===== config.mk =====
export PLATFORM = sky130hd
export DESIGN_NAME = gb_irq_ctrl
export DESIGN_NICKNAME = d
export VERILOG_FILES = /design/src/gb_consts.svh /design/src/gb_pkg.sv /design/src/gb_irq_ctrl.sv
export SDC_FILE = /design/constraint.sdc
export NUM_CORES = 1
export LEC_CHECK = 0
export ABC_AREA = 0
export BUFFER_PORTS_ARGS = -buffer_cell sky130_fd_sc_hd__buf_2
export CORE_AREA = 4 4 43 45
export DETAILED_ROUTE_END_ITERATION = 10
export DIE_AREA = 0 0 47 49
export PLACE_DENSITY = 0.78
export SLEW_MARGIN = 20
export SYNTH_ARGS = -nofsm -noshare
export SYNTH_HDL_FRONTEND = slang
export SYNTH_SLANG_ARGS = --single-unit

===== constraint.sdc =====
create_clock -name clk -period 1.85 [get_ports clk]
set_input_delay 0.185 -clock clk [delete_from_list [all_inputs] [get_ports clk]]
set_output_delay 0.185 -clock clk [all_outputs]
set_load 0.02 [all_outputs]

===== src/gb_consts.svh =====
`ifndef GB_CONSTS_SVH
`define GB_CONSTS_SVH

////////////////////////////////////////////////////////////////////////////
// I/O register addresses
////////////////////////////////////////////////////////////////////////////

`define GB_ADDR_JOYPAD    16'hFF00 // P1 select and key lines
`define GB_ADDR_DIV       16'hFF04 // Upper byte of divider
`define GB_ADDR_TIMA      16'hFF05 // Timer counter
`define GB_ADDR_TMA       16'hFF06 // Timer reload value
`define GB_ADDR_TAC       16'hFF07 // Enable plus clock select
`define GB_ADDR_IF        16'hFF0F // Interrupt flags
`define GB_ADDR_IE        16'hFFFF // Interrupt enables

////////////////////////////////////////////////////////////////////////////
// Memory regions
////////////////////////////////////////////////////////////////////////////

// Work RAM proper
`define GB_WRAM_START     16'hC000
`define GB_WRAM_END       16'hDFFF

// Mirror of work RAM, stops short of OAM
`define GB_ECHO_START     16'hE000
`define GB_ECHO_END       16'hFDFF

`define GB_WRAM_AW        13 // 8 KB of bytes

// Divider bit per TAC clock select value 0..3
`define GB_TIMER_TAP0     9 // 4096 Hz on the real part
`define GB_TIMER_TAP1     3 // Fastest, falls every 16 clocks
`define GB_TIMER_TAP2     5
`define GB_TIMER_TAP3     7

`endif


===== src/gb_pkg.sv =====
package gb_pkg;

    ////////////////////////////////////////////////////////////////////////////
    // APB side
    ////////////////////////////////////////////////////////////////////////////

    typedef struct packed {
        logic        psel;
        logic        penable;
        logic        pwrite;
        logic [15:0] paddr;
        logic [7:0]  pwdata;
    } apb_req_t;

    typedef struct packed {
        logic [7:0] prdata;
        logic       pready; // No error response, every access succeeds
    } apb_rsp_t;

    ////////////////////////////////////////////////////////////////////////////
    // Internal bus
    ////////////////////////////////////////////////////////////////////////////

    // Decoded target of one address
    typedef enum logic [2:0] {
        region_wram,       // Includes the echo mirror
        region_joypad,
        region_timer,      // DIV, TIMA, TMA, TAC
        region_irq_flag,
        region_irq_enable,
        region_unmapped    // Reads as 0x00
    } region_e;

    typedef struct packed {
        logic [15:0] addr;
        logic [7:0]  wdata;
        logic        rd;     // High through every read access cycle
        logic        wr;     // Completing cycle only
        region_e     region;
    } gb_bus_t;

    // IF and IE layout, raw for the bus or by source
    typedef union packed {
        logic [7:0] raw;
        struct packed {
            logic [2:0] unused; // Read back as 1
            logic       joypad;
            logic       serial;
            logic       timer;
            logic       lcd_stat;
            logic       vblank;
        } bits;
    } irq_reg_u;

endpackage


===== src/gb_irq_ctrl.sv =====
`timescale 1ns/100ps

module gb_irq_ctrl (
    input  logic             clk,
    input  logic             reset,
    input  gb_pkg::gb_bus_t  bus,
    input  logic             timer_req,
    input  logic             joypad_req,
    input  logic             int_vblank,
    input  logic             int_lcd_stat,
    output logic [7:0]       rdata,
    output logic             irq_pending,
    output gb_pkg::irq_reg_u irq_active
);

    gb_pkg::irq_reg_u if_q;    // IF
    gb_pkg::irq_reg_u ie_q;    // IE
    gb_pkg::irq_reg_u if_next;
    logic             wr_if;
    logic             wr_ie;

    assign wr_if = bus.wr && (bus.region == gb_pkg::region_irq_flag);
    assign wr_ie = bus.wr && (bus.region == gb_pkg::region_irq_enable);

    ////////////////////////////////////////////////////////////////////////////
    // Flag update
    ////////////////////////////////////////////////////////////////////////////

    always_comb begin
        if_next.raw = wr_if ? bus.wdata : if_q.raw; // Bus write replaces
        // Requests in the same cycle still win
        if_next.bits.vblank   = if_next.bits.vblank   | int_vblank;
        if_next.bits.lcd_stat = if_next.bits.lcd_stat | int_lcd_stat;
        if_next.bits.timer    = if_next.bits.timer    | timer_req;
        if_next.bits.joypad   = if_next.bits.joypad   | joypad_req;
        if_next.bits.serial   = 1'b0; // No serial port here
        if_next.bits.unused   = 3'b000;
    end

    always_ff @(posedge clk) begin
        if (reset) begin
            if_q.raw <= 8'h00;
            ie_q.raw <= 8'h00;
        end else begin
            if_q <= if_next;
            if (wr_ie) begin
                ie_q.raw <= {3'b000, bus.wdata[4:0]}; // Only five sources
            end
        end
    end

    // Masked flags, straight from the registers
    assign irq_active.raw = if_q.raw & ie_q.raw;
    assign irq_pending    = |irq_active.raw;

    // Upper three bits always read back high
    assign rdata = (bus.region == gb_pkg::region_irq_enable) ? {3'b111, ie_q.raw[4:0]}
                                                             : {3'b111, if_q.raw[4:0]};

endmodule


==> key figures <==
Floorplan
  – Core area: 0.00147 mm^2
  – Die footprint: 0.00230 mm^2
  – I/O pin total: 52
  – Die X: 47 um
  – Initial Utilization: 34.4%
  – Die height: 49 um
  – Placement row count: 14

Worst setup path
  – Crit Reg-Reg Endpoint: if_q[1]
  – Critical Path Start: ie_q[2]
  – Crit start category: flip-flop
  – CP peak stage delay: 0.50 ns
  – CP Cell Sequence: and2_1 > or4_1 > buf_2
  – Kind of critical path: flip-flop to output pin
  – Worst Path Max Fanout: 3
  – CP endpoint kind: output pin
  – Highest-delay cell along the critical path: or4_1
  – RR Startpoint: if_q[1]
  – Worst path required time: 1.66 ns
  – R2R depth: 2
  – Critical Path End: irq_pending
  – WP data arrival: 1.42 ns
  – R2r setup slk: 1.14 ns

Timing
  – Fin crit period: 1.61 ns
  – Final setup viols: 0
  – Hold slack: 0.161 ns
  – Hold Vio Cnt, Final: 0
  – Max Freq: 621 MHz
  – Max-slew violations: 0
  – Final period util: 87.0%
  – RSZ-0062 raised after global routing: no
  – Setup TNS: 0 ns
  – Clock skew: 0 ns

Detailed routing
  – DR DRC count: 0
  – Initial DRC Count: 10
  – Final ANT Viol Nets: 0
  – WL final: 1280 um
  – Vias: 464
  – Top Layer Used: met4
  – M1 wire length: 472 um
  – Met2 wire len: 664 um
  – TritonRoute pass-1 iters: 4
  – Per-cell routed wire length: 13.2 um
  – Via/cell ratio: 4.78
  – Met3 Routed Length: 113 um

Clock tree
  – Cts hold-fix bufs: 0
  – Maximum clock insertion buffer count: 2
  – Clk_lat worst skew: 0.28 ns
  – Root buffer cell: clkbuf_4
  – Post-CTS Resized: 0
  – H-tree levels: 1
  – Clk slew on worst S/H paths: 0.07 ns
  – CTS Sinks: 9
  – CTS tree: done
  – # Post-CTS Setup Buffers: 0
  – Cts bufs inserted: 3

Place
  – Post-DP HPWL: 1010 um
  – Placer Congestion: 0.696
  – IO Port Bufs: 24

Finish
  – Leading cell type in the layout, fill and taps excluded: buf_2
  – Area Growth Syn to Fin: 25.7%
  – Most frequent cells in the layout: 24 x buf_2, 12 x nor3_1, 9 x dfxtp_1
  – Inserted Diodes: 0
  – # nets final: 117
  – Layout cell share with drive strength beyond 1: 40.7%

Logic synthesis
  – Register area share after synthesis: 35.6%
  – Post-synth cell types: 15
  – Top cells by area, synth: dfxtp_1 36%, nor3_1 12%, buf_4 12%, mux2i_1 9.9%, and2_1 6.2%
  – Synth top area share: 35.6%
  – Avg Inst Size Synth: 9.05 um^2
  – Area of the mapped netlist: 507 um^2
  – Cell taking the most area after synthesis: dfxtp_1
  – Post-Synthesis Cells: 56
  – Yosys reg bits: 9
  – Synth warn: 0

Worst hold path
  – Worst hold path type: primary input to flip-flop

Run
  – Max-Cap Viols: 0

Pwr
  – Peak supply drop: 309 uV
  – Power Density: 710 mW/mm^2
  – Lkg Pwr: 0.309 nW

Global routing
  – Global route overflow: 0
  – Number of global-route vias before repair: 442
  – Global Route Usage Sum: 11.0%
  – Initial antenna violation count: 0
  – First-pass GRT wire length: 1770 um
  – Largest net degree at the start of global routing: 10

Outcome
  – Outcome: finished clean
-- critical path: cells and delay by family, from the launching register on --
family                 cells  cell delay [ns]
buffers and inverters      1             0.17
AND/OR/NAND/NOR            2             0.65
flip-flops                 1             0.33
-- power by group --
| group | switching, mW | internal [mW] | total (mW) | leakage [nW] |
|---|---|---|---|---|
| clock network | 0.0784 | 0.0801 | 0.159 | 0.0177 |
| registers | 0.00541 | 0.203 | 0.208 | 0.0740 |
| logic | 0.0513 | 0.0338 | 0.0851 | 0.218 |
| total | 0.135 | 0.317 | 0.452 | 0.309 |
-- metal layers --
layer,vias to the layer above,track usage [%]
met4,0,6.91
met5,-,0
met2,19,18.3
met1,211,11.1
met3,3,3.69
li1,231,-
-- kinds of logic after synthesis --
kind of cell | Yosys count | share of synthesized area [%]
buf+inv | 9 | 12.6
other cells | 2 | 1.48
simple gates | 27 | 31.6
mux | 9 | 18.8
flops | 9 | 35.6
-- stage by stage --
stage	utilization, %	setup slack [ns]	power, mW	std cells	cell area, um^2
global placement	41.4	0.410	0.295	93	609
floorplan	-	0.498	0.276	61	526
finish	43.3	0.240	0.452	97	637
CTS	43.3	0.233	0.458	97	637
global route	43.3	0.197	0.473	97	637
detailed placement	41.4	0.428	0.298	93	609
-- worst min-delay path by stage --
| stage | depth (start not counted) | endpoint | startpoint | slack (ns) |
|---|---|---|---|---|
| 2_1_floorplan | 2 | ie_q[3] | bus[8] | 0.33 |
| 3_3_place_gp | 3 | ie_q[3] | bus[8] | 0.43 |
| 3_5_place_dp | 3 | ie_q[3] | bus[8] | 0.44 |
| 4_1_cts | 3 | ie_q[3] | bus[8] | 0.16 |
| 5_1_grt | 3 | ie_q[1] | bus[6] | 0.18 |
| 6_report | 3 | ie_q[3] | bus[8] | 0.16 |
-- area by class of cell --
class	count	area, um^2
fillers	169	835
multi-input cells	43	282
repair buffers	25	128
clock inverters	1	5.00
well taps	16	20.0
flip-flops and latches	9	180
clock buffers	3	22.5
-- registers in the layout (all words and copies together), names as in the netlist --
name,count
if_q,4
ie_q,5
-- cell usage after synthesis --
library cell,number
and2_1,5
and4b_2,1
buf_1,1
buf_4,8
conb_1,2
dfxtp_1,9
mux2_1,2
mux2_2,2
mux2i_1,5
nand4b_1,1
nor2_1,5
nor3_1,12
nor3b_2,1
nor4bb_1,1
or4_1,1
Note: power is estimated with default switching activity, not from simulation.
