[src/gb_consts.svh]
`ifndef GB_CONSTS_SVH
`define GB_CONSTS_SVH

////////////////////////////////////////////////////////////////////////////
// I/O register addresses
////////////////////////////////////////////////////////////////////////////

`define GB_ADDR_JOYPAD    16'hFF00 // P1 select and key lines
`define GB_ADDR_DIV       16'hFF04 // Upper byte of divider
`define GB_ADDR_TIMA      16'hFF05 // Timer counter
`define GB_ADDR_TMA       16'hFF06 // Timer reload value
`define GB_ADDR_TAC       16'hFF07 // Enable plus clock select
`define GB_ADDR_IF        16'hFF0F // Interrupt flags
`define GB_ADDR_IE        16'hFFFF // Interrupt enables

////////////////////////////////////////////////////////////////////////////
// Memory regions
////////////////////////////////////////////////////////////////////////////

// Work RAM proper
`define GB_WRAM_START     16'hC000
`define GB_WRAM_END       16'hDFFF

// Mirror of work RAM, stops short of OAM
`define GB_ECHO_START     16'hE000
`define GB_ECHO_END       16'hFDFF

`define GB_WRAM_AW        13 // 8 KB of bytes

// Divider bit per TAC clock select value 0..3
`define GB_TIMER_TAP0     9 // 4096 Hz on the real part
`define GB_TIMER_TAP1     3 // Fastest, falls every 16 clocks
`define GB_TIMER_TAP2     5
`define GB_TIMER_TAP3     7

`endif

[src/gb_pkg.sv]
package gb_pkg;

    ////////////////////////////////////////////////////////////////////////////
    // APB side
    ////////////////////////////////////////////////////////////////////////////

    typedef struct packed {
        logic        psel;
        logic        penable;
        logic        pwrite;
        logic [15:0] paddr;
        logic [7:0]  pwdata;
    } apb_req_t;

    typedef struct packed {
        logic [7:0] prdata;
        logic       pready; // No error response, every access succeeds
    } apb_rsp_t;

    ////////////////////////////////////////////////////////////////////////////
    // Internal bus
    ////////////////////////////////////////////////////////////////////////////

    // Decoded target of one address
    typedef enum logic [2:0] {
        region_wram,       // Includes the echo mirror
        region_joypad,
        region_timer,      // DIV, TIMA, TMA, TAC
        region_irq_flag,
        region_irq_enable,
        region_unmapped    // Reads as 0x00
    } region_e;

    typedef struct packed {
        logic [15:0] addr;
        logic [7:0]  wdata;
        logic        rd;     // High through every read access cycle
        logic        wr;     // Completing cycle only
        region_e     region;
    } gb_bus_t;

    // IF and IE layout, raw for the bus or by source
    typedef union packed {
        logic [7:0] raw;
        struct packed {
            logic [2:0] unused; // Read back as 1
            logic       joypad;
            logic       serial;
            logic       timer;
            logic       lcd_stat;
            logic       vblank;
        } bits;
    } irq_reg_u;

endpackage

[src/gb_timer.sv]
`timescale 1ns/100ps
`include "gb_consts.svh"

module gb_timer (
    input  logic            clk,
    input  logic            reset,
    input  gb_pkg::gb_bus_t bus,
    output logic [7:0]      rdata,
    output logic            timer_req
);

    logic [15:0] div_cnt;  // Free running, DIV is the top byte
    logic [7:0]  tima;
    logic [7:0]  tma;
    logic [2:0]  tac;      // Enable plus clock select
    logic        tap_bit;  // Selected divider bit
    logic        tap_q;
    logic        tap_fall;
    logic        hit;
    logic        wr_div;
    logic        wr_tima;
    logic        wr_tma;
    logic        wr_tac;

    assign hit     = bus.wr && (bus.region == gb_pkg::region_timer);
    assign wr_div  = hit && (bus.addr == `GB_ADDR_DIV);
    assign wr_tima = hit && (bus.addr == `GB_ADDR_TIMA);
    assign wr_tma  = hit && (bus.addr == `GB_ADDR_TMA);
    assign wr_tac  = hit && (bus.addr == `GB_ADDR_TAC);

    ////////////////////////////////////////////////////////////////////////////
    // Tap select and edge detect
    ////////////////////////////////////////////////////////////////////////////

    always_comb begin
        case (tac[1:0])
            2'b00:   tap_bit = div_cnt[`GB_TIMER_TAP0];
            2'b01:   tap_bit = div_cnt[`GB_TIMER_TAP1];
            2'b10:   tap_bit = div_cnt[`GB_TIMER_TAP2];
            default: tap_bit = div_cnt[`GB_TIMER_TAP3];
        endcase
    end

    assign tap_fall = tac[2] & tap_q & ~tap_bit; // Only counts when enabled

    always_ff @(posedge clk) begin
        if (reset) begin
            div_cnt   <= 16'h0000;
            tap_q     <= 1'b0;
            tima      <= 8'h00;
            tma       <= 8'h00;
            tac       <= 3'b000;
            timer_req <= 1'b0;
        end else begin
            div_cnt   <= wr_div ? 16'h0000 : div_cnt + 16'd1; // Any DIV write clears
            tap_q     <= tap_bit;
            timer_req <= 1'b0;
            if (wr_tima) begin
                tima <= bus.wdata; // Bus write beats the increment
            end else if (tap_fall) begin
                if (tima == 8'hFF) begin
                    tima      <= tma; // Reload and request together
                    timer_req <= 1'b1;
                end else begin
                    tima <= tima + 8'd1;
                end
            end
            if (wr_tma) tma <= bus.wdata;
            if (wr_tac) tac <= bus.wdata[2:0];
        end
    end

    // Register read back
    always_comb begin
        case (bus.addr)
            `GB_ADDR_DIV:  rdata = div_cnt[15:8];
            `GB_ADDR_TIMA: rdata = tima;
            `GB_ADDR_TMA:  rdata = tma;
            `GB_ADDR_TAC:  rdata = {5'b11111, tac}; // Unused bits read high
            default:       rdata = 8'hFF;
        endcase
    end

endmodule

[config.mk]
export PLATFORM = sky130hd
export DESIGN_NAME = gb_timer
export DESIGN_NICKNAME = d
export VERILOG_FILES = /design/src/gb_pkg.sv /design/src/gb_timer.sv
export VERILOG_INCLUDE_DIRS = /design/src
export SDC_FILE = /design/constraint.sdc
export NUM_CORES = 1
export LEC_CHECK = 0
export ABC_AREA = 1
export BUFFER_PORTS_ARGS = -buffer_cell sky130_fd_sc_hd__buf_2
export CORE_UTILIZATION = 60
export DETAILED_ROUTE_END_ITERATION = 10
export PLACE_DENSITY = 0.83
export SLEW_MARGIN = 20
export SYNTH_ARGS = -nofsm -noshare
export SYNTH_HDL_FRONTEND = slang
export SYNTH_SLANG_ARGS = --single-unit
[constraint.sdc]
create_clock -name clk -period 3.1 [get_ports clk]
set_input_delay 0.62 -clock clk [delete_from_list [all_inputs] [get_ports clk]]
set_output_delay 0.62 -clock clk [all_outputs]
set_load 0.01 [all_outputs]
==> run_summary.xml <==
<?xml version="1.0" encoding="UTF-8"?>
<metrics>
  <group name="routing">
    <metric name="routed_wl" unit="mm">5.28</metric>
    <metric name="drtIter0Drc" unit="">200</metric>
    <metric name="drt-wirelength-per-cell" unit="um">12.4</metric>
    <metric name="m1WireLength" unit="mm">2.42</metric>
    <metric name="detail_route.drc_violations" unit="">0</metric>
    <metric name="postRouteAntennaNets" unit="">0</metric>
    <metric name="routed-wl-met3" unit="um">251</metric>
    <metric name="dr.max_layer_used" unit="">met4</metric>
    <metric name="via_count" unit="">2338</metric>
    <metric name="first_pass_iters" unit="">5</metric>
    <metric name="route.met2.wl" unit="mm">2.49</metric>
    <metric name="route.detailed.vias_per_inst" unit="">5.49</metric>
  </group>
  <group name="worst_setup_path">
    <metric name="timing.critical_path.arrival" unit="ns">1.94</metric>
    <metric name="setup.worst_path.start" unit="">bus[20]</metric>
    <metric name="worstSetupStartpointType" unit="">input pin</metric>
    <metric name="kind_of_critical_path" unit="">in -&gt; out</metric>
    <metric name="maximum_net_fanout_on_the_critical_path" unit="">5</metric>
    <metric name="cp.required" unit="ns">2.48</metric>
    <metric name="cp-end-kind" unit="">primary output</metric>
    <metric name="worst_r2r_startpoint" unit="">tima[0]</metric>
  </group>
  <group name="pwr">
    <metric name="power.leakage" unit="nW">1.09</metric>
    <metric name="clock_share_of_power" unit="%">43.0</metric>
    <metric name="power.combinational.fraction" unit="%">5.9</metric>
    <metric name="power.sequential.fraction" unit="%">51.2</metric>
    <metric name="vdd.ir_drop.worst" unit="mV">0.242</metric>
    <metric name="power.net_switching" unit="mW">0.205</metric>
    <metric name="power_density" unit="mW/mm^2">362</metric>
    <metric name="p_int" unit="mW">0.734</metric>
    <metric name="switching_share" unit="%">21.9</metric>
    <metric name="power" unit="mW">0.940</metric>
  </group>
  <group name="final_layout">
    <metric name="area.growth.synth_to_final" unit="%">13.0</metric>
    <metric name="diodes" unit="">0</metric>
    <metric name="stdcell_area" unit="mm^2">0.00260</metric>
    <metric name="num-nets-final" unit="">411</metric>
    <metric name="post_route_cells_drive_above_1_share" unit="%">20.6</metric>
    <metric name="nFillCells" unit="">330</metric>
    <metric name="final_util" unit="%">71.0</metric>
  </group>
  <group name="clocking">
    <metric name="cts_hold_buffers" unit="">0</metric>
    <metric name="worst_setup_hold_path_clk_slew" unit="ns">0.07</metric>
    <metric name="clock_latency_at_the_later_pin_of_the_worst_skew_pair" unit="ns">0.29</metric>
    <metric name="htreeDepth" unit="">2</metric>
    <metric name="clockRootBuffer" unit="">sky130_fd_sc_hd__clkbuf_8</metric>
    <metric name="cts-buffers-inserted" unit="">5</metric>
    <metric name="postCtsSetupRepairBufs" unit="">0</metric>
    <metric name="cts.repair.resized" unit="">0</metric>
    <metric name="clock_sink_count" unit="">37</metric>
    <metric name="cts_tree" unit="">built</metric>
    <metric name="clock_path_buffers" unit="">2</metric>
  </group>
  <group name="timing">
    <metric name="timing.fmax" unit="GHz">0.391</metric>
    <metric name="worst_pin_slew" unit="ns">0.515</metric>
    <metric name="maxSlewViolCount" unit="">0</metric>
    <metric name="final.setup.worst_slack" unit="ns">0.543</metric>
    <metric name="hold_viol_final" unit="">0</metric>
    <metric name="setup_violators_final" unit="">0</metric>
    <metric name="clock-skew-final" unit="ns">0.00434</metric>
    <metric name="finalSetupTns" unit="ns">0</metric>
    <metric name="period_share" unit="%">82.5</metric>
    <metric name="period_minus_slack" unit="ns">2.56</metric>
    <metric name="slew_headroom" unit="%">65.4</metric>
    <metric name="grt_setup_unrepaired" unit="">false</metric>
  </group>
  <group name="logic_synthesis">
    <metric name="postSynthNetCount" unit="">372</metric>
    <metric name="yosysSeqAreaShare" unit="%">32.2</metric>
    <metric name="postSynthAreaPerCell" unit="um^2">6.78</metric>
    <metric name="post_synth_inst_count" unit="">339</metric>
    <metric name="synth_area_leaders" unit="">sky130_fd_sc_hd__dfxtp_1, sky130_fd_sc_hd__nand2_1, sky130_fd_sc_hd__nand3_1</metric>
    <metric name="synthDistinctLibCells" unit="">32</metric>
    <metric name="synth.cell_area" unit="mm^2">0.00230</metric>
    <metric name="yosysWarnings" unit="">0</metric>
    <metric name="async_reset_ff_share" unit="%">0</metric>
    <metric name="dominantRegCellSynth" unit="">sky130_fd_sc_hd__dfxtp_1</metric>
    <metric name="yosys.area.top_type_share" unit="%">32.2</metric>
    <metric name="post-synth-top-area-cell" unit="">sky130_fd_sc_hd__dfxtp_1</metric>
    <metric name="synth-seq-cells" unit="">37</metric>
    <metric name="synth_enable_flop_cells" unit="">0</metric>
    <metric name="synth_most_common_cell" unit="">sky130_fd_sc_hd__nand2_1</metric>
    <metric name="post_synth_most_frequent_cells" unit="">sky130_fd_sc_hd__nand2_1, sky130_fd_sc_hd__nand3_1, sky130_fd_sc_hd__inv_1, sky130_fd_sc_hd__dfxtp_1, sky130_fd_sc_hd__nor2_1</metric>
  </group>
  <group name="floorplan">
    <metric name="floorplan.die_area" unit="mm^2">0.00408</metric>
    <metric name="die_y" unit="um">63.9</metric>
    <metric name="core-area" unit="mm^2">0.00366</metric>
    <metric name="i_o_pin_total" unit="">40</metric>
    <metric name="cell_rows" unit="">22</metric>
    <metric name="effective_utilization_at_floorplan" unit="%">62.8</metric>
    <metric name="die_width" unit="um">63.9</metric>
  </group>
  <group name="global_routing">
    <metric name="antenna_found_initial" unit="">0</metric>
    <metric name="grt_start_max_net_pins" unit="">20</metric>
    <metric name="grt_remaining_overflow" unit="">0</metric>
    <metric name="first_global_vias" unit="">2150</metric>
    <metric name="grt_first_pass_wirelength" unit="mm">9.27</metric>
    <metric name="grtUsageTotal" unit="%">28.8</metric>
  </group>
  <group name="min_path">
    <metric name="hold_path.class" unit="">reg -&gt; reg</metric>
    <metric name="hold_start" unit="">div_cnt[0]</metric>
  </group>
  <group name="placed_design">
    <metric name="place.gp.congestion" unit="">0.879</metric>
    <metric name="place_worst_setup_slack" unit="ns">0.550</metric>
    <metric name="port_buffers" unit="">38</metric>
    <metric name="placed_cell_area" unit="mm^2">0.00249</metric>
    <metric name="hpwl_detailed" unit="mm">3.83</metric>
  </group>
  <group name="status">
    <metric name="status" unit="">completed</metric>
  </group>
  <group name="job">
    <metric name="cap_violations" unit="">0</metric>
  </group>
</metrics>
==> per-layer routing <==
layer | GRT usage [%] | vias to the layer above
met5 | 0 | -
met2 | 49.9 | 76
met3 | 5.00 | 13
li1 | - | 1185
met1 | 35.5 | 1064
met4 | 10.5 | 0
==> cell families after synthesis <==
group                      Yosys count  synth area share, %
DFF                                 37                 32.2
and+or+nand+nor                    183                 40.3
buffers and inverters               57                 10.9
AOI/OAI and AO/OA                   52                 12.5
adders and majority gates            2                 1.09
xor gates and xnor gates             8                 3.05
==> power groups by stage <==
stage | registers [mW] | clock network, mW | logic [mW]
after floorplan | 0.491 | 0 | 0.0277
after global placement | 0.492 | 0 | 0.0533
after detailed placement | 0.492 | 0 | 0.0550
after CTS | 0.481 | 0.405 | 0.0552
after global routing | 0.481 | 0.427 | 0.0621
final | 0.481 | 0.404 | 0.0551
==> final cells by class <==
class / instances / area (um^2) / share of cell area, %
inverter: 50 / 188 / 7.22
clock inverter: 2 / 35.0 / 1.35
multi-input combinational: 245 / 1310 / 50.4
timing repair buffer: 39 / 198 / 7.61
tap: 48 / 60.1 / 2.31
sequential: 37 / 741 / 28.5
clock buffer: 5 / 68.8 / 2.65
==> worst paths after layout <==
| kind | end | slack, ns | cells past startpoint |
|---|---|---|---|
| max | rdata[5] | 0.54 | 11 |
| min | div_cnt[0] | 0.46 | 1 |
| max reg2reg | tima[7] | 1.36 | 10 |
| min reg2reg | div_cnt[0] | 0.46 | 1 |
==> sequential cells by signal (all words and copies together) (netlist names) <==
register	cells
tap_q	1
timer_req	1
tima	8
tac	3
tma	8
div_cnt	16
==> cells in the final DEF (no fill, tap or decap), drive strengths merged <==
cell     n
ha       2
nor3    14
dfxtp   37
nand2   70
o21ai   20
nor2    38
nor3b    1
a21boi   1
xor2     6
clkinv   3
o211ai   5
nand3   53
clkbuf   5
nand4    4
or2      2
inv     48
nor4     1
xnor2    2
buf     39
bufinv   1
a21oi   26
==> worst max-delay path, stage by stage <==
cell                       delay, ns
sky130_fd_sc_hd__buf_2          0.09
sky130_fd_sc_hd__inv_1          0.06
sky130_fd_sc_hd__nand2_1        0.05
sky130_fd_sc_hd__nor2_1         0.15
sky130_fd_sc_hd__nand3_2        0.15
sky130_fd_sc_hd__nor2_1         0.15
sky130_fd_sc_hd__nand2_1        0.14
sky130_fd_sc_hd__inv_1          0.16
sky130_fd_sc_hd__nand2_1        0.08
sky130_fd_sc_hd__o211ai_1       0.11
sky130_fd_sc_hd__buf_2          0.17
==> per-stage QoR <==
stage / hold WS, ns / cells
floorplan: 0.417 / 339
global placement: 0.430 / 419
detailed placement: 0.445 / 419
CTS: 0.462 / 426
global route: 0.492 / 426
finish: 0.456 / 426
Power figures use the tool's default switching activity.
