$ cat src/gb_consts.svh
`ifndef GB_CONSTS_SVH
`define GB_CONSTS_SVH

////////////////////////////////////////////////////////////////////////////
// I/O register addresses
////////////////////////////////////////////////////////////////////////////

`define GB_ADDR_JOYPAD    16'hFF00 // P1 select and key lines
`define GB_ADDR_DIV       16'hFF04 // Upper byte of divider
`define GB_ADDR_TIMA      16'hFF05 // Timer counter
`define GB_ADDR_TMA       16'hFF06 // Timer reload value
`define GB_ADDR_TAC       16'hFF07 // Enable plus clock select
`define GB_ADDR_IF        16'hFF0F // Interrupt flags
`define GB_ADDR_IE        16'hFFFF // Interrupt enables

////////////////////////////////////////////////////////////////////////////
// Memory regions
////////////////////////////////////////////////////////////////////////////

// Work RAM proper
`define GB_WRAM_START     16'hC000
`define GB_WRAM_END       16'hDFFF

// Mirror of work RAM, stops short of OAM
`define GB_ECHO_START     16'hE000
`define GB_ECHO_END       16'hFDFF

`define GB_WRAM_AW        13 // 8 KB of bytes

// Divider bit per TAC clock select value 0..3
`define GB_TIMER_TAP0     9 // 4096 Hz on the real part
`define GB_TIMER_TAP1     3 // Fastest, falls every 16 clocks
`define GB_TIMER_TAP2     5
`define GB_TIMER_TAP3     7

`endif

$ cat src/gb_pkg.sv
package gb_pkg;

    ////////////////////////////////////////////////////////////////////////////
    // APB side
    ////////////////////////////////////////////////////////////////////////////

    typedef struct packed {
        logic        psel;
        logic        penable;
        logic        pwrite;
        logic [15:0] paddr;
        logic [7:0]  pwdata;
    } apb_req_t;

    typedef struct packed {
        logic [7:0] prdata;
        logic       pready; // No error response, every access succeeds
    } apb_rsp_t;

    ////////////////////////////////////////////////////////////////////////////
    // Internal bus
    ////////////////////////////////////////////////////////////////////////////

    // Decoded target of one address
    typedef enum logic [2:0] {
        region_wram,       // Includes the echo mirror
        region_joypad,
        region_timer,      // DIV, TIMA, TMA, TAC
        region_irq_flag,
        region_irq_enable,
        region_unmapped    // Reads as 0x00
    } region_e;

    typedef struct packed {
        logic [15:0] addr;
        logic [7:0]  wdata;
        logic        rd;     // High through every read access cycle
        logic        wr;     // Completing cycle only
        region_e     region;
    } gb_bus_t;

    // IF and IE layout, raw for the bus or by source
    typedef union packed {
        logic [7:0] raw;
        struct packed {
            logic [2:0] unused; // Read back as 1
            logic       joypad;
            logic       serial;
            logic       timer;
            logic       lcd_stat;
            logic       vblank;
        } bits;
    } irq_reg_u;

endpackage

$ cat src/gb_bus_fabric.sv
`timescale 1ns/100ps
`include "gb_consts.svh"

module gb_bus_fabric (
    input  logic              clk,
    input  logic              reset,
    input  gb_pkg::apb_req_t  apb_req,
    output gb_pkg::apb_rsp_t  apb_rsp,
    output gb_pkg::gb_bus_t   bus,
    input  logic [7:0]        wram_rdata,
    input  logic [7:0]        timer_rdata,
    input  logic [7:0]        joypad_rdata,
    input  logic [7:0]        irq_rdata
);

    logic            in_wram;   // C000..DFFF
    logic            in_echo;   // E000..FDFF
    logic            in_timer;  // FF04..FF07
    logic            access;    // Access phase of APB
    logic            wram_read;
    logic            wait_done; // First WRAM read cycle already spent
    logic            ready;
    gb_pkg::region_e region;

    ////////////////////////////////////////////////////////////////////////////
    // Address decode
    ////////////////////////////////////////////////////////////////////////////

    assign in_wram  = (apb_req.paddr >= `GB_WRAM_START) && (apb_req.paddr <= `GB_WRAM_END);
    assign in_echo  = (apb_req.paddr >= `GB_ECHO_START) && (apb_req.paddr <= `GB_ECHO_END);
    assign in_timer = (apb_req.paddr >= `GB_ADDR_DIV) && (apb_req.paddr <= `GB_ADDR_TAC);

    always_comb begin
        region = gb_pkg::region_unmapped; // Anything not listed below
        if (in_wram || in_echo) begin
            region = gb_pkg::region_wram; // Mirror lands on the same RAM
        end else if (apb_req.paddr == `GB_ADDR_JOYPAD) begin
            region = gb_pkg::region_joypad;
        end else if (in_timer) begin
            region = gb_pkg::region_timer;
        end else if (apb_req.paddr == `GB_ADDR_IF) begin
            region = gb_pkg::region_irq_flag;
        end else if (apb_req.paddr == `GB_ADDR_IE) begin
            region = gb_pkg::region_irq_enable;
        end
    end

    ////////////////////////////////////////////////////////////////////////////
    // Wait state and handshake
    ////////////////////////////////////////////////////////////////////////////

    assign access    = apb_req.psel & apb_req.penable;
    assign wram_read = access & ~apb_req.pwrite & (region == gb_pkg::region_wram);

    // Set after the first WRAM read cycle, drops once the transfer completes
    always_ff @(posedge clk) begin
        if (reset) begin
            wait_done <= 1'b0;
        end else begin
            wait_done <= wram_read & ~wait_done;
        end
    end

    // RAM data lands one clock after the strobe, so hold off one cycle
    assign ready = access & (~wram_read | wait_done);

    // Internal access seen by every peripheral
    assign bus.addr   = apb_req.paddr;
    assign bus.wdata  = apb_req.pwdata;
    assign bus.rd     = access & ~apb_req.pwrite;
    assign bus.wr     = access & apb_req.pwrite & ready; // Lands exactly once
    assign bus.region = region;

    assign apb_rsp.pready = ready; // Low outside an access

    ////////////////////////////////////////////////////////////////////////////
    // Read data steering
    ////////////////////////////////////////////////////////////////////////////

    always_comb begin
        case (region)
            gb_pkg::region_wram:       apb_rsp.prdata = wram_rdata;
            gb_pkg::region_joypad:     apb_rsp.prdata = joypad_rdata;
            gb_pkg::region_timer:      apb_rsp.prdata = timer_rdata;
            gb_pkg::region_irq_flag,
            gb_pkg::region_irq_enable: apb_rsp.prdata = irq_rdata; // IF and IE share a port
            default:                   apb_rsp.prdata = 8'h00;     // Unmapped
        endcase
    end

endmodule

$ cat config.mk
export PLATFORM = sky130hd
export DESIGN_NAME = gb_bus_fabric
export DESIGN_NICKNAME = d
export VERILOG_FILES = /design/src/gb_pkg.sv /design/src/gb_bus_fabric.sv
export VERILOG_INCLUDE_DIRS = /design/src
export SDC_FILE = /design/constraint.sdc
export NUM_CORES = 1
export LEC_CHECK = 0
export BUFFER_PORTS_ARGS = -buffer_cell sky130_fd_sc_hd__buf_2
export CORE_AREA = 2 2 51 53
export CTS_BUF_LIST = sky130_fd_sc_hd__clkbuf_8 sky130_fd_sc_hd__clkbuf_16
export DETAILED_ROUTE_END_ITERATION = 8
export DIE_AREA = 0 0 53 55
export PLACE_DENSITY_LB_ADDON = 0.05
export SKIP_CTS_REPAIR_TIMING = 1
export SLEW_MARGIN = 20
export SYNTH_ARGS = -nofsm -noshare
export SYNTH_HDL_FRONTEND = slang
export SYNTH_SLANG_ARGS = --single-unit
export TNS_END_PERCENT = 100
$ cat constraint.sdc
create_clock -name clk -period 1.7 [get_ports clk]
set_input_delay 0.17 -clock clk [delete_from_list [all_inputs] [get_ports clk]]
set_output_delay 0.17 -clock clk [all_outputs]
set_load 0.02 [all_outputs]
==> results.txt, run 1 <==
Share of cells above drive strength 1 -> 76.8%
Worst slew pin tran -> 0.297 ns
Hold depth -> 2
Final setup skew -> 0 ns
GP Congestion -> 0.730
Wire length on met1 -> 830 um
Initial Utilization -> 26.3%
Antenna violations before repair -> 0
Post-synth EDFFs -> 0
Hold Crit Class -> in -> reg
Worst Hold End -> wait_done$_SDFF_PP0_
Total length of routed met2 wires -> 1110 um
FP Rows -> 18
Slowest Stage Delay on Critical Path -> 0.30 ns
Pleak -> 0.514 nW
Flops & latches, synth -> 1
RSZ-0062 raised after global routing -> true
Via count -> 828
Setup TNS -> 0 ns
Critical Path AT -> 1.49 ns
Ports -> 99
Sequential-to-total area share from yosys stat -> 3.22%
Async set-reset flop share out of synthesis -> 0%
FF-to-FF path depth -> 1
Maximum VDD drop -> 125 uV
Top layer used by detailed routing -> met4
Ys flop type -> dfxtp_1
First drt pass iteration count -> 4
Critical path data required time -> 1.53 ns
Final Setup Violations -> 0
Register area -> 20.0 um2
Final hold vios -> 0
Mapped Cells -> 76
Drc violations -> 0
Slew Viols, Final -> 0
Distinct cell type count after synthesis -> 26
Global-route wire length before repair -> 2840 um
Largest Register -> wait_done
Final core occ -> 41.5%
Placed Instance Area -> 928 um2
ANT cells -> 0
Crit end category -> primary output
Reg2reg end -> wait_done$_SDFF_PP0_
DR iter-0 viols -> 11
Fin crit period -> 1.66 ns
Multi-input logic area -> 409 um2
Area share of the largest cell type after synthesis -> 30.2%
MaxCap Viol Count -> 0
Die H -> 55 um
Outcome -> complete, no violations
Input/output buffers -> 82
Critical path class -> in -> out
Largest cells by area after synthesis -> buf_4, a221o_2, a32o_1
Overall Global Routing Usage -> 12.2%
Min Hold Slack -> 0.340 ns
DR vias/cell -> 4.93
Clock slew at reported path FFs -> 0 ns
Largest net degree at the start of global routing -> 10
Syn_nets -> 137
Final Cell Area -> 982 um2
Placeable Area -> 0.00236 mm2
Min-delay src -> reset
Fill cells -> 262
Die Width -> 53 um
Worst r2r src -> wait_done$_SDFF_PP0_
Critical-path top delay cell -> a221o_2
YS warnings -> 0
Post-synthesis average cell area -> 8.18 um2
Pwr/cell area -> 235 mW/mm2
Max FFs per register -> 1
Worst skew pair latency -> 0 ns
Met3 routed WL -> 178 um
Biggest regs -> wait_done x1
Vias in the first global route -> 655
Rel. slew slack -> 80.0%
CP Launch Type -> input pin
Wirelength per Cell -> 12.7 um
Final period util -> 97.7%
Layout area overhead -> 57.9%
CP Cell Sequence -> buf_2 -> and3_4 -> and4b_2 -> a32o_1 -> a221o_2 -> buf_4
Most frequent cell after synthesis -> buf_4
Cell accounting for the most synthesized area -> buf_4
DP HPWL -> 1780 um
Post-route ant nets -> 0
WL final -> 2130 um
Critical Path Fanout Max -> 8
Synth top cells by count -> buf_4, a221o_2, a32o_1
Max frequency -> 0.602 GHz
Post-Syn Area -> 622 um2
R2R Setup Slk -> 1.06 ns
Grt total ovfl -> 0
DIE AREA -> 0.00292 mm2
Layout Nets -> 201
-- layout by cell type, fill, tap and decap left out, types with 2 or more instances in the layout --
cell     instances
a32o_1           8
a21oi_1          4
buf_2           73
a221o_2          8
nand2_1          4
buf_4           11
o21ai_0          2
buf_6            6
nor2_1           4
-- metal layers --
metal  global-route usage (%)  vias up
li1                         -      406
met5                        0        -
met3                    0.538        4
met4                    0.855        0
met2                     21.9       31
met1                     16.8      387
-- metrics by stage --
stage	setup WS, ns	total power, mW	std cells
after floorplan	0.187	0.164	76
after global placement	-0.0611	0.219	168
after detailed placement	-0.0716	0.221	168
after CTS	-0.0725	0.222	168
after global routing	-0.00227	0.248	168
final	0.0394	0.231	168
-- cell type report --
class | count | share of cell area [%]
multi-input combinational | 47 | 41.7
sequential | 1 | 2.04
tap | 30 | 3.82
timing repair buffer | 90 | 52.5
-- worst max-delay path by stage --
stage                     start         end  slack (ns)  cells after the start
finish              apb_req[22]  apb_rsp[7]        0.04                      6
detailed placement  apb_req[22]  apb_rsp[2]       -0.07                      6
floorplan           apb_req[20]      bus[0]        0.19                      5
global route        apb_req[22]  apb_rsp[7]      -0.002                      6
global placement    apb_req[22]  apb_rsp[2]       -0.06                      6
CTS                 apb_req[22]  apb_rsp[2]       -0.07                      6
-- power by group --
group          switching [mW]  internal, mW
combinational           0.106         0.101
clock                       0             0
sequential           0.000149        0.0242
total                   0.106         0.125
-- critical path, delay by kind of cell --
family / cells / cell delay (ns)
AND/OR/NAND/NOR: 2 / 0.46
buffers and inverters: 2 / 0.28
AO/OA/AOI/OAI: 2 / 0.58
-- cells by family (layout without fill, tap and decap cells) --
group	Yosys count	count (layout)	synth area share [%]
flops	1	1	3.22
compound gates	24	24	34.4
buf+inv	28	90	32.4
simple gates	23	23	30.0
Power figures use the tool's default switching activity.
==> run 2, diff against run 1 <==
--- a/config.mk
+++ b/config.mk
@@ -6,11 +6,12 @@
 export SDC_FILE = /design/constraint.sdc
 export NUM_CORES = 1
 export LEC_CHECK = 0
+export ABC_AREA = 1
 export BUFFER_PORTS_ARGS = -buffer_cell sky130_fd_sc_hd__buf_2
-export CORE_AREA = 2 2 51 53
+export CORE_AREA = 2 2 53 55
 export CTS_BUF_LIST = sky130_fd_sc_hd__clkbuf_8 sky130_fd_sc_hd__clkbuf_16
 export DETAILED_ROUTE_END_ITERATION = 8
-export DIE_AREA = 0 0 53 55
+export DIE_AREA = 0 0 55 57
 export PLACE_DENSITY_LB_ADDON = 0.05
 export SKIP_CTS_REPAIR_TIMING = 1
 export SLEW_MARGIN = 20
==> results.txt, run 2 <==
Outcome -> complete, no violations
Seq pwr share -> 11.1%
Biggest regs -> wait_done x1
Post-synthesis average cell area -> 5.34 um2
NetSw -> 0.111 mW
YS warnings -> 0
Post-synth EDFFs -> 0
Antenna violations before repair -> 0
Largest Register -> wait_done
Largest cells by area after synthesis -> buf_4, nand2_1, nand3_1
Most frequent cells in the layout -> buf_2, nand2_1, nor2_1
Final setup skew -> 0 ns
Via count -> 991
Most frequent cell after synthesis -> nand2_1
Hold Crit Class -> in -> reg
Int Pwr -> 0.106 mW
First drt pass iteration count -> 4
Cell accounting for the most synthesized area -> buf_4
CP Launch Type -> input pin
MaxCap Viol Count -> 0
DIE AREA -> 0.00314 mm2
Vias in the first global route -> 842
Hold depth -> 2
Wirelength per Cell -> 9.44 um
Async set-reset flop share out of synthesis -> 0%
Max FFs per register -> 1
Critical Path Fanout Max -> 11
Initial Utilization -> 28.6%
WL final -> 2140 um
Logic gate share of total power -> 88.9%
FP Rows -> 19
Sequential-to-total area share from yosys stat -> 2.68%
Placed Instance Area -> 997 um2
Setup TNS -> 0 ns
Critical path launch point -> apb_req[23]
Mapped Cells -> 140
Sw Share -> 51.1%
Min-delay src -> reset
Die H -> 57 um
Clock slew at reported path FFs -> 0 ns
Pleak -> 0.650 nW
Placed insts -> 227
Input/output buffers -> 82
Slew Viols, Final -> 0
Max frequency -> 0.665 GHz
Critical path data required time -> 1.53 ns
Final Cell Area -> 997 um2
Grt total ovfl -> 0
Pwr/cell area -> 218 mW/mm2
DR iter-0 viols -> 6
Global-route wire length before repair -> 3310 um
Worst slew pin tran -> 0.403 ns
Fill cells -> 317
Critical Path AT -> 1.33 ns
Crit end category -> primary output
Commonest non-fill, non-tap cell in the layout -> buf_2
Syn_nets -> 201
Ys flop type -> dfxtp_1
Post-Syn Area -> 747 um2
Synth top cells by count -> nand2_1, buf_4, nor2_1
Fin crit period -> 1.50 ns
Final period util -> 88.5%
RSZ-0062 raised after global routing -> false
Placeable Area -> 0.00262 mm2
Share of cells above drive strength 1 -> 47.4%
Worst skew pair latency -> 0 ns
Distinct cell type count after synthesis -> 20
Finished Layout Cells -> 227
Rel. slew slack -> 73.1%
DR vias/cell -> 4.37
Final Setup Violations -> 0
GP Congestion -> 0.751
Ports -> 99
Post-route ant nets -> 0
Overall Global Routing Usage -> 13.2%
Largest net degree at the start of global routing -> 12
Final hold vios -> 0
Layout area overhead -> 33.5%
DP HPWL -> 1890 um
Worst r2r src -> wait_done$_SDFF_PP0_
Flops & latches, synth -> 1
Maximum VDD drop -> 152 uV
ANT cells -> 0
Layout Nets -> 259
R2R Setup Slk -> 1.14 ns
Die Width -> 55 um
Drc violations -> 0
Critical path class -> in -> out
FF-to-FF path depth -> 3
Area share of the largest cell type after synthesis -> 25.1%
Clock share of power -> 0%
run 2: cell type report:
class                      count  area (um2)  share of cell area, %
sequential                     1        20.0                   2.01
timing repair buffer          82         410                   41.2
tap                           31        38.8                   3.89
inverter                      18        72.6                   7.28
multi-input combinational     95         455                   45.7
run 2: power by group through the flow:
| stage | clock network [mW] | registers, mW | logic (mW) |
|---|---|---|---|
| after floorplan | 0 | 0.0242 | 0.149 |
| after global placement | 0 | 0.0242 | 0.196 |
| after detailed placement | 0 | 0.0242 | 0.195 |
| after CTS | 0 | 0.0242 | 0.196 |
| after global routing | 0 | 0.0242 | 0.214 |
| final | 0 | 0.0242 | 0.193 |
run 2: kinds of logic after synthesis:
family                 synth area share [%]
AOI/OAI and AO/OA                      4.02
buffers and inverters                  36.3
and+or+nand+nor                        57.0
DFF                                    2.68
run 2: per-stage QoR:
step / utilization [%] / setup WS (ns) / hold slack [ns] / power [mW]
floorplan: - / 0.376 / 0.242 / 0.174
global placement: 38.1 / 0.209 / 0.329 / 0.221
detailed placement: 38.1 / 0.178 / 0.333 / 0.220
CTS: 38.1 / 0.169 / 0.334 / 0.220
global route: 38.1 / 0.0235 / 0.336 / 0.239
finish: 38.1 / 0.196 / 0.333 / 0.218
run 2: worst max-delay path, stage by stage:
cell and delay, ns:
buf_2 0.09, nand2_2 0.09, inv_6 0.11, nand2_4 0.05
nor2_4 0.25, nand2_1 0.15, nand2_4 0.14, nand2_1 0.06
nand2_1 0.06, buf_2 0.15
run 2: final timing paths:
path | end
worst min-delay path | wait_done$_SDFF_PP0_
worst max register to register | wait_done$_SDFF_PP0_
worst max-delay path | apb_rsp[4]
worst min register to register | wait_done$_SDFF_PP0_
run 2: layer usage:
metal  vias to the layer above  GRT usage [%]  routed length, um
li1                        532              -                  -
met1                       407           16.6                829
met2                        52           24.8               1050
met3                         0           1.57                268
met4                         0              0                  0
met5                         -              0                  0
