## src/gb_consts.svh

```systemverilog
`ifndef GB_CONSTS_SVH
`define GB_CONSTS_SVH

////////////////////////////////////////////////////////////////////////////
// I/O register addresses
////////////////////////////////////////////////////////////////////////////

`define GB_ADDR_JOYPAD    16'hFF00 // P1 select and key lines
`define GB_ADDR_DIV       16'hFF04 // Upper byte of divider
`define GB_ADDR_TIMA      16'hFF05 // Timer counter
`define GB_ADDR_TMA       16'hFF06 // Timer reload value
`define GB_ADDR_TAC       16'hFF07 // Enable plus clock select
`define GB_ADDR_IF        16'hFF0F // Interrupt flags
`define GB_ADDR_IE        16'hFFFF // Interrupt enables

////////////////////////////////////////////////////////////////////////////
// Memory regions
////////////////////////////////////////////////////////////////////////////

// Work RAM proper
`define GB_WRAM_START     16'hC000
`define GB_WRAM_END       16'hDFFF

// Mirror of work RAM, stops short of OAM
`define GB_ECHO_START     16'hE000
`define GB_ECHO_END       16'hFDFF

`define GB_WRAM_AW        13 // 8 KB of bytes

// Divider bit per TAC clock select value 0..3
`define GB_TIMER_TAP0     9 // 4096 Hz on the real part
`define GB_TIMER_TAP1     3 // Fastest, falls every 16 clocks
`define GB_TIMER_TAP2     5
`define GB_TIMER_TAP3     7

`endif

```

## src/gb_pkg.sv

```systemverilog
package gb_pkg;

    ////////////////////////////////////////////////////////////////////////////
    // APB side
    ////////////////////////////////////////////////////////////////////////////

    typedef struct packed {
        logic        psel;
        logic        penable;
        logic        pwrite;
        logic [15:0] paddr;
        logic [7:0]  pwdata;
    } apb_req_t;

    typedef struct packed {
        logic [7:0] prdata;
        logic       pready; // No error response, every access succeeds
    } apb_rsp_t;

    ////////////////////////////////////////////////////////////////////////////
    // Internal bus
    ////////////////////////////////////////////////////////////////////////////

    // Decoded target of one address
    typedef enum logic [2:0] {
        region_wram,       // Includes the echo mirror
        region_joypad,
        region_timer,      // DIV, TIMA, TMA, TAC
        region_irq_flag,
        region_irq_enable,
        region_unmapped    // Reads as 0x00
    } region_e;

    typedef struct packed {
        logic [15:0] addr;
        logic [7:0]  wdata;
        logic        rd;     // High through every read access cycle
        logic        wr;     // Completing cycle only
        region_e     region;
    } gb_bus_t;

    // IF and IE layout, raw for the bus or by source
    typedef union packed {
        logic [7:0] raw;
        struct packed {
            logic [2:0] unused; // Read back as 1
            logic       joypad;
            logic       serial;
            logic       timer;
            logic       lcd_stat;
            logic       vblank;
        } bits;
    } irq_reg_u;

endpackage

```

## src/gb_joypad.sv

```systemverilog
`timescale 1ns/100ps

module gb_joypad (
    input  logic            clk,
    input  logic            reset,
    input  gb_pkg::gb_bus_t bus,
    input  logic [7:0]      keys,     // High while pressed
    output logic [7:0]      rdata,
    output logic            joypad_req
);

    logic [1:0] sel;       // P1 bits 5:4, active low
    logic [3:0] lines;     // Low for a pressed key in a selected group
    logic [3:0] lines_q;

    // Bit 5 picks buttons, bit 4 picks directions
    assign lines = ~(((~sel[1]) ? keys[7:4] : 4'h0) |
                     ((~sel[0]) ? keys[3:0] : 4'h0));

    assign rdata = {2'b11, sel, lines};

    always_ff @(posedge clk) begin
        if (reset) begin
            sel        <= 2'b11; // Nothing selected
            lines_q    <= 4'hF;
            joypad_req <= 1'b0;
        end else begin
            if (bus.wr && (bus.region == gb_pkg::region_joypad)) begin
                sel <= bus.wdata[5:4];
            end
            lines_q    <= lines;
            joypad_req <= |(lines_q & ~lines); // Any line going high to low
        end
    end

endmodule

```

## config.mk

```make
export PLATFORM = sky130hd
export DESIGN_NAME = gb_joypad
export DESIGN_NICKNAME = d
export VERILOG_FILES = /design/src/gb_consts.svh /design/src/gb_pkg.sv /design/src/gb_joypad.sv
export SDC_FILE = /design/constraint.sdc
export NUM_CORES = 1
export LEC_CHECK = 0
export ABC_AREA = 1
export BUFFER_PORTS_ARGS = -buffer_cell sky130_fd_sc_hd__buf_2
export CAP_MARGIN = 20
export CORE_AREA = 5 5 42 44
export CTS_BUF_LIST = sky130_fd_sc_hd__clkbuf_8
export CTS_CLUSTER_DIAMETER = 30
export DETAILED_ROUTE_END_ITERATION = 16
export DIE_AREA = 0 0 47 49
export PLACE_DENSITY = 0.77
export SLEW_MARGIN = 15
export SYNTH_ARGS = -nofsm -noshare
export SYNTH_HDL_FRONTEND = slang
export SYNTH_SLANG_ARGS = --single-unit
```

## constraint.sdc

```tcl
create_clock -name clk -period 1.89 [get_ports clk]
set_input_delay 0.2835 -clock clk [delete_from_list [all_inputs] [get_ports clk]]
set_output_delay 0.2835 -clock clk [all_outputs]
set_load 0.02 [all_outputs]
```

==> summary.txt, run 1 <==
CTS tree: yes
Peak supply drop: 0.356 mV
DP HPWL: 676 um
Final WS setup: 0.600 ns
Yosys warns: 0
Critical-path top delay cell: dfxtp_1
H-tree level count: 1
P per Cell Area: 858 nW/um2
WS Path Type: flop to output pin
Mean Syn Cell Area: 6.72 um2
Worst Hold Class: input pin to flop
First DRT Iteration DRCs: 7
Mapped Cells: 49
Largest net degree at the start of global routing: 7
Die X: 47 um
Final #Nets: 114
Post-CTS resize count: 0
RSZ-0062 raised after global routing: no
Total power draw: 0.424 mW
# IOs: 48
Cell leakage power: 0.264 nW
Avg WL per Cell: 8.81 um
Critical Path RT: 1.61 ns
Core ar.: 1400 um2
Setup crit end kind: output pin
Vias: 363
Global Route Usage Sum: 7.76%
Die H: 49 um
Initial antenna violation count: 0
Global placement routability congestion: 0.623
Final max-slew violation count: 0
Crit-path max FO: 4
Max Cap Viol: 0
Post-Place Worst Slack: 0.851 ns
Tmin final: 1.29 ns
Most common cell after layout, fill and taps aside: buf_2
Worst min-delay path startpoint: reset
Clock Latency Late Sink: 0.23 ns
Family with the most delay on the worst path: flip-flops
Buf+Inv Stages, Crit Path: 3
# Post-CTS Setup Buffers: 0
Maximum clock frequency: 775 MHz
Vias per inst: 4.03
Final wirelength: 793 um
Grt total ovfl: 0
DRC: 0
ANT nets after route: 0
Hold-fix buffers, CTS: 0
Status: completed
First-pass GRT wire length: 1270 um
R2r setup slk: 0.97 ns
CTS sink cnt: 7
Reg clk slew, reported paths: 0.04 ns
Final setup violation count: 0
Clock Skew: 0.00658 ns
Final Hold Fails: 0
Root buf cell: clkbuf_8
Deepest clock path buffer count: 2
Setup tns final: 0 ns
R2R cell count: 7
CP arrival: 1.01 ns
Most frequent cells in the layout: 22 x buf_2, 18 x nand2_1, 7 x dfxtp_1
Seq/Total Area, Yosys: 42.6%
# rows: 14
Total CTS buffers: 3
Antenna Diode Count: 0
R2r endpoint: joypad_req
Die area: 2300 um2
CP Cell Sequence: inv_2 -> nand2_1 -> nand2_2 -> inv_1 -> buf_2
First-pass iteration count of the detailed router: 2
Worst setup SP type: flop
I/O Buffers: 22
Synth unique cells: 10
Synthesis-to-layout area growth: 50.2%
Proportion of layout cells with a drive suffix above 1: 45.9%
Hold EP: joypad_req
Number of global-route vias before repair: 355
Flops & latches, synth: 7
Reg2reg start: sel[0]
Post-synthesis cell area: 329 um2
Max stage delay on crit path: 0.36 ns
Final worst path period share: 68.2%
Starting Density: 23.5%
Worst hold stages: 2
-- cells by family (layout without fill, tap and decap cells) --
family        Yosys count  in the layout  share of synthesized area [%]
buf+inv                 9             33                           12.5
flops                   7              7                           42.6
other cells             1              2                           1.14
simple gates           32             32                           43.7
-- worst max-delay path by stage --
stage	startpoint	endpoint	slack [ns]	depth (start not counted)
after floorplan	sel[1]	rdata[3]	0.80	4
after global placement	sel[1]	rdata[3]	0.85	5
after detailed placement	sel[0]	rdata[3]	0.85	5
after CTS	sel[0]	rdata[3]	0.60	5
after global routing	sel[0]	rdata[3]	0.51	5
final	sel[0]	rdata[3]	0.60	5
-- layer usage --
metal | global-route usage, % | part of all wire (%)
met5 | 0 | 0
met2 | 12.0 | 44
met3 | 4.80 | 17
met1 | 7.08 | 35
met4 | 5.53 | 3.0
-- flip-flops by register name, summed over array words and instances, names as in the netlist --
register    flops
sel             2
joypad_req      1
lines_q         4
-- Yosys cell counts, drive strengths merged --
library cell	n	area share, %
dfxtp	7	43
conb	1	1.1
nand2	24	32
nand4	2	3.8
nand3	3	4.6
nor2	3	3.4
inv	7	8.0
buf	2	4.6
-- worst reg2reg max path: cells and delay by family (launching register included) --
kind | cells | cell delay [ns]
flip-flops | 1 | 0.36
AND/OR/NAND/NOR | 6 | 0.37
buffers and inverters | 1 | 0.07
-- cell type report --
cell class	instances	area, um2
clock buffer	3	41.3
timing repair buffer	22	110
tap	16	20.0
sequential	7	140
clock inverter	1	5.00
inverter	7	26.3
multi-input combinational	34	151
fill	174	907
-- power breakdown --
part | switching, mW | total [mW] | internal, mW
clock | 0.0706 | 0.214 | 0.143
sequential | 0.00204 | 0.155 | 0.153
combinational | 0.0327 | 0.0547 | 0.0219
total | 0.105 | 0.424 | 0.319
-- metrics by stage --
stage	std cells	util [%]	instance area, um2	hold slack (ns)
6_report	90	35.3	494	0.224
3_3_place_gp	86	32.0	448	0.458
3_5_place_dp	86	32.0	448	0.460
2_1_floorplan	50	-	333	0.356
4_1_cts	90	35.3	494	0.221
5_1_grt	90	35.3	494	0.227
(Power assumes the default switching activity.)
==> run 2, diff against run 1 <==
PLACE_DENSITY = 0.79   (was 0.77)
clock period = 1.1 ns   (was 1.89 ns; I/O delays follow)
==> run 2 against run 1 <==
  * Clock power up 67%
  * Core utilization up 7.1 points
  * First-iteration DRC count is 57% lower
  * Via count rose by 12%
  * Combinational power grew 120%
  * Die area unchanged
  * Worst hold slack got worse by 0.12 ns
  * Largest power group unchanged
==> summary.txt, run 2 (synthesized netlist as in run 1, its figures left out) <==
RSZ-0062 raised after global routing: yes
Top reg by flops: lines_q
H-tree level count: 1 (unchanged)
# rows: 14 (unchanged)
WS Path Type: flop to output pin
Clock share of power: 47.7% (-2.7 points)
Max Cap Viol: 0 (unchanged)
Worst setup SP type: flop
Vias: 407 (+12%)
Largest register FFs: 4 (unchanged)
Final setup violation count: 0 (unchanged)
Internal cell power: 0.563 mW (+77%)
Final #Nets: 120 (+5.3%)
Die H: 49 um (unchanged)
Antenna Diode Count: 0 (unchanged)
DRC: 0 (unchanged)
Worst hold slack: 0.104 ns (-0.120 ns)
Max stage delay on crit path: 0.33 ns (-0.03 ns)
I/O Buffers: 22 (unchanged)
ANT nets after route: 0 (unchanged)
CP arrival: 0.92 ns (-0.09 ns)
Setup tns final: 0 ns (unchanged)
Global Route Usage Sum: 9.18% (+1.4 points)
First-pass iteration count of the detailed router: 2 (unchanged)
Cell leakage power: 0.314 nW (+19%)
Setup crit end kind: output pin
CTS sink cnt: 7 (unchanged)
Deepest clock path buffer count: 2 (unchanged)
Final Hold Fails: 0 (unchanged)
Family with the most delay on the worst path: flip-flops
Reg clk slew, reported paths: 0.04 ns (about the same)
Sequential share of power: 35.9% (-0.8 points)
Final wirelength: 928 um (+17%)
Buf+Inv Stages, Crit Path: 3 (unchanged)
CTS tree: yes
Starting Density: 23.5% (unchanged)
Critical-path top delay cell: dfxtp_2
DP HPWL: 711 um (+5.2%)
CP most frequent cell: nand2_2
Maximum clock frequency: 919 MHz
Total power draw: 0.749 mW (+77%)
Crit-path max FO: 4 (unchanged)
First DRT Iteration DRCs: 3 (-4)
Tmin final: 1.09 ns
Logic pwr share: 16.5% (+3.6 points)
Most common cell after layout, fill and taps aside: buf_2
Number of global-route vias before repair: 420 (+18%)
Total CTS buffers: 3 (unchanged)
Clock Skew: 0.00102 ns (-0.00556 ns)
Vias per inst: 4.24 (+5.1%)
Clock Latency Late Sink: 0.23 ns (about the same)
Die area: 2300 um2 (unchanged)
Number of fill cells: 158 (-9.2%)
Peak supply drop: 0.583 mV (+64%)
Core ar.: 1400 um2 (unchanged)
Avg WL per Cell: 9.67 um (+9.7%)
Final max-slew violation count: 0 (unchanged)
Root buf cell: clkbuf_8
Status: completed
Critical Path RT: 0.94 ns (-0.67 ns)
Global placement routability congestion: 0.588 (-5.7%)
Initial antenna violation count: 0 (unchanged)
Switching Power: 0.186 mW (+76%)
Final worst path period share: 98.9%
P per Cell Area: 1260 nW/um2 (+47%)
CP Cell Sequence: inv_4 -> nand2_2 -> nand2_2 -> inv_2 -> buf_6
# IOs: 48 (unchanged)
Die X: 47 um (unchanged)
Most frequent cells in the layout: 18 x buf_2, 12 x nand2_2, 11 x nand2_1
Largest net degree at the start of global routing: 7 (unchanged)
Worst Hold Class: input pin to flop
Switching portion of total power: 24.8% (-0.049 points)
Proportion of layout cells with a drive suffix above 1: 65.0% (+19 points)
First-pass GRT wire length: 1550 um (+22%)
Synthesis-to-layout area growth: 80.2%
Grt total ovfl: 0 (unchanged)
Top flop regs: lines_q x4, sel x2, joypad_req x1
-- run 2: final cells by class --
| type | count | area (um2) | share of cell area (%) |
|---|---|---|---|
| Timing Repair Buffer | 28 | 180 | 30.4 |
| Inverter | 7 | 31.3 | 5.27 |
| Tap cell | 16 | 20.0 | 3.38 |
| Clock inverter | 1 | 3.75 | 0.633 |
| Multi-Input combinational cell | 34 | 174 | 29.3 |
| Clock buffer | 3 | 41.3 | 6.96 |
| Sequential cell | 7 | 143 | 24.1 |
-- run 2: what timing repair did --
item / in CTS / in global routing
gates resized for setup: 13 / 11
endpoints found under the setup margin: 4 / 4
endpoints found under the hold margin: 0 / 0
pin swaps: 5 / 2
buffers inserted: 4 / 2
hold buffers: 0 / 0
-- run 2: final timing paths --
path                     end  depth (start not counted)  startpoint  slack (ns)
setup / recovery    rdata[2]                          5      sel[1]        0.01
hold / removal    joypad_req                          2       reset        0.10
setup reg to reg  joypad_req                          8      sel[1]        0.11
hold reg to reg   joypad_req                          4  lines_q[0]        0.54
-- run 2: layer usage --
layer | global-route usage, % | up-vias | routed length (um)
li1 | - | 203 | -
met1 | 7.54 | 181 | 279
met3 | 5.54 | 4 | 118
met5 | 0 | - | 0
met4 | 4.15 | 0 | 14
met2 | 16.3 | 19 | 515
-- run 2: worst register-to-register path, stage by stage, from the launching register on --
cell and delay, ns:
dfxtp_2 0.34, inv_4 0.05, nand2_2 0.07, nand2_2 0.06
buf_4 0.13, nand2_1 0.05, nand2_1 0.05, nor2_1 0.09
nor2_1 0.04
-- run 2: power groups by stage --
| stage | clock (mW) | combinational [mW] | sequential, mW |
|---|---|---|---|
| final | 0.357 | 0.123 | 0.268 |
| after detailed placement | 0 | 0.0954 | 0.272 |
| after global routing | 0.374 | 0.137 | 0.269 |
| after CTS | 0.365 | 0.112 | 0.268 |
| after floorplan | 0 | 0.0486 | 0.279 |
| after global placement | 0 | 0.0925 | 0.272 |
-- run 2: stage by stage --
step	cell area (um2)	setup slack, ns	util (%)	cells
after floorplan	333	0.122	-	50
after global placement	448	0.184	32.0	86
after detailed placement	448	0.171	32.0	86
after CTS	551	-0.00608	39.3	94
after global routing	593	-0.0234	42.3	96
final	593	0.0124	42.3	96
==> run 3, diff against run 2 <==
CELL_PAD_IN_SITES_DETAIL_PLACEMENT = 1   (was not set)
CELL_PAD_IN_SITES_GLOBAL_PLACEMENT = 1   (was not set)
CORE_AREA = not set   (was 5 5 42 44)
CORE_MARGIN = 5   (was not set)
CORE_UTILIZATION = 15   (was not set)
CTS_CLUSTER_DIAMETER = not set   (was 30)
DIE_AREA = not set   (was 0 0 47 49)
PLACE_DENSITY = 0.85   (was 0.79)
==> run 3 against run 2 <==
  * The run now ends with negative setup slack left
  * Combinational power about the same
  * Clock power barely moved
  * Via count down 5.2%
  * Final cell count is 10% higher
  * Sequential power hardly changed
  * Register-to-register slack hardly changed
  * First-iteration DRC count shrank 67%
  * Non-clock buffer count is 2 lower
  * Critical path type unchanged
  * Largest cell class is now multi-input combinational cells
==> summary.txt, run 3 (synthesized netlist as in run 1, its figures left out) <==
Violated checks: negative setup slack
Status: finished with violations
Critical Path RT: 0.94 ns (about the same)
Global placement routability congestion: 0.682 (+16%)
Tmin final: 1.11 ns (+0.0206 ns)
ANT nets after route: 0 (unchanged)
Crit-path max FO: 4 (unchanged)
Peak supply drop: 0.399 mV (-32%)
H-tree level count: 1 (unchanged)
Initial antenna violation count: 0 (unchanged)
Largest net degree at the start of global routing: 7 (unchanged)
Vias: 386 (-5.2%)
Worst Hold Class: input pin to flop
Global Route Usage Sum: 7.54% (-1.6 points)
Logic pwr share: 16.4% (about the same)
Largest register FFs: 4 (unchanged)
Hold-fix buffers, CTS: 0 (unchanged)
Post-route cell area: 596 um2 (+0.42%)
Clock Skew: 0.00423 ns (+0.00321 ns)
Max layer used: met4
First-pass iteration count of the detailed router: 3 (+1)
Final WS setup: -0.00818 ns (-0.0206 ns)
Total power draw: 0.744 mW (-0.61%)
Internal cell power: 0.558 mW (-0.87%)
Max Cap Viol: 0 (unchanged)
Synthesis-to-layout area growth: 81.0%
Setup crit end kind: output pin
Maximum clock frequency: 902 MHz (-1.9%)
Clock share of power: 47.7% (about the same)
Final #Nets: 118 (-1.7%)
CTS sink cnt: 7 (unchanged)
Top reg by flops: lines_q
Top flop regs: lines_q x4, sel x2, joypad_req x1
Number of global-route vias before repair: 442 (+5.2%)
Total CTS buffers: 3 (unchanged)
Deepest clock path buffer count: 2 (unchanged)
CTS tree: yes
Wire length on met1: 386 um (+38%)
RSZ-0062 raised after global routing: yes
Sequential share of power: 35.9% (about the same)
Avg WL per Cell: 10.1 um (+4.9%)
DRC: 0 (unchanged)
CP arrival: 0.94 ns (+0.02 ns)
Grt total ovfl: 0 (unchanged)
Reg clk slew, reported paths: 0.04 ns (about the same)
Area of the multi-input gates: 174 um2 (unchanged)
P per Cell Area: 1250 nW/um2 (-1.0%)
Most frequent cells in the layout: 18 x buf_2, 12 x nand2_2, 11 x nand2_1
Worst setup SP type: flop
Clock Latency Late Sink: 0.23 ns (about the same)
Final max-slew violation count: 0 (unchanged)
Worst hold slack: 0.116 ns (+0.0120 ns)
Die X: 56.8 um (+21%)
Most common cell after layout, fill and taps aside: buf_2
Dpl cells: 98 (+14%)
Antenna Diode Count: 0 (unchanged)
Register Area: 145 um2 (+1.8%)
Die H: 56.8 um (+16%)
# rows: 17 (+3)
Final wirelength: 1080 um (+16%)
Routed length on met2: 596 um (+16%)
Final worst path period share: 101% (+1.9 points)
First DRT Iteration DRCs: 1 (-2)
Core ar.: 2150 um2 (+53%)
# IOs: 48 (unchanged)
DR WL met3: 68 um (-42%)
Vias per inst: 3.64 (-14%)
Switching portion of total power: 25.0% (+0.19 points)
WS Path Type: flop to output pin
Cell Area, Placed: 463 um2 (+3.4%)
Starting Density: 15.3% (-8.2 points)
Post-Place Worst Slack: 0.141 ns (-0.0295 ns)
Final Hold Fails: 0 (unchanged)
DP HPWL: 906 um (+27%)
Number of fill cells: 277 (+75%)
Root buf cell: clkbuf_8
Die area: 3230 um2 (+40%)
I/O Buffers: 22 (unchanged)
Post-route insts no fill: 106 (+10%)
Proportion of layout cells with a drive suffix above 1: 64.1% (-0.90 points)
First-pass GRT wire length: 1780 um (+15%)
Switching Power: 0.186 mW (+0.15%)
Final setup violation count: 1 (+1)
Cell leakage power: 0.305 nW (-2.9%)
run 3: changes by cell type in the layout (fill, tap and decap cells not counted), sizes merged:
| cell | previous run | this run |
|---|---|---|
| buf | 28 | 26 |
run 3: power by group through the flow:
stage,Combinational [mW],Clock [mW],Sequential [mW]
6_report,0.122,0.355,0.267
5_1_grt,0.134,0.387,0.268
4_1_cts,0.117,0.369,0.267
3_5_place_dp,0.0981,0,0.272
3_3_place_gp,0.0938,0,0.272
2_1_floorplan,0.0486,0,0.279
run 3: final timing paths:
kind                from          to  slack [ns]  cells after the start
hold reg to reg   sel[0]      sel[0]        0.50                      2
hold / removal     reset  joypad_req        0.12                      2
setup reg to reg  sel[0]  joypad_req        0.11                      8
setup / recovery  sel[1]    rdata[3]      -0.008                      5
run 3: critical path, cell delays in order (launching register included):
cell and delay, ns:
dfxtp_4 0.34, inv_4 0.08, nand2_2 0.07, nand2_4 0.08
inv_2 0.04, buf_6 0.12
run 3: cell type report:
cell class              count  area share, %
clock buffers               3           6.93
clock inverters             1          0.630
inverters                   7           5.25
multi-input cells          34           29.2
flip-flops and latches      7           24.4
well taps                  28           5.88
repair buffers             26           27.7
run 3: metal layers:
metal | GRT usage, % | vias up
met1 | 6.24 | 169
li1 | - | 200
met5 | 0 | -
met3 | 3.91 | 4
met4 | 5.63 | 0
met2 | 13.4 | 13
run 3: timing repair:
item	4_1_cts	5_1_grt
resized for setup	17	8
cloned	0	0
setup buffers	4	0
pin swaps	4	2
endpoints found under the setup margin	4	4
run 3: per-stage QoR:
step                setup TNS, ns  utilization, %
floorplan                       0               -
global placement                0            21.5
detailed placement              0            21.5
CTS                       -0.0724            26.8
global route               -0.134            27.7
finish                   -0.00818            27.7
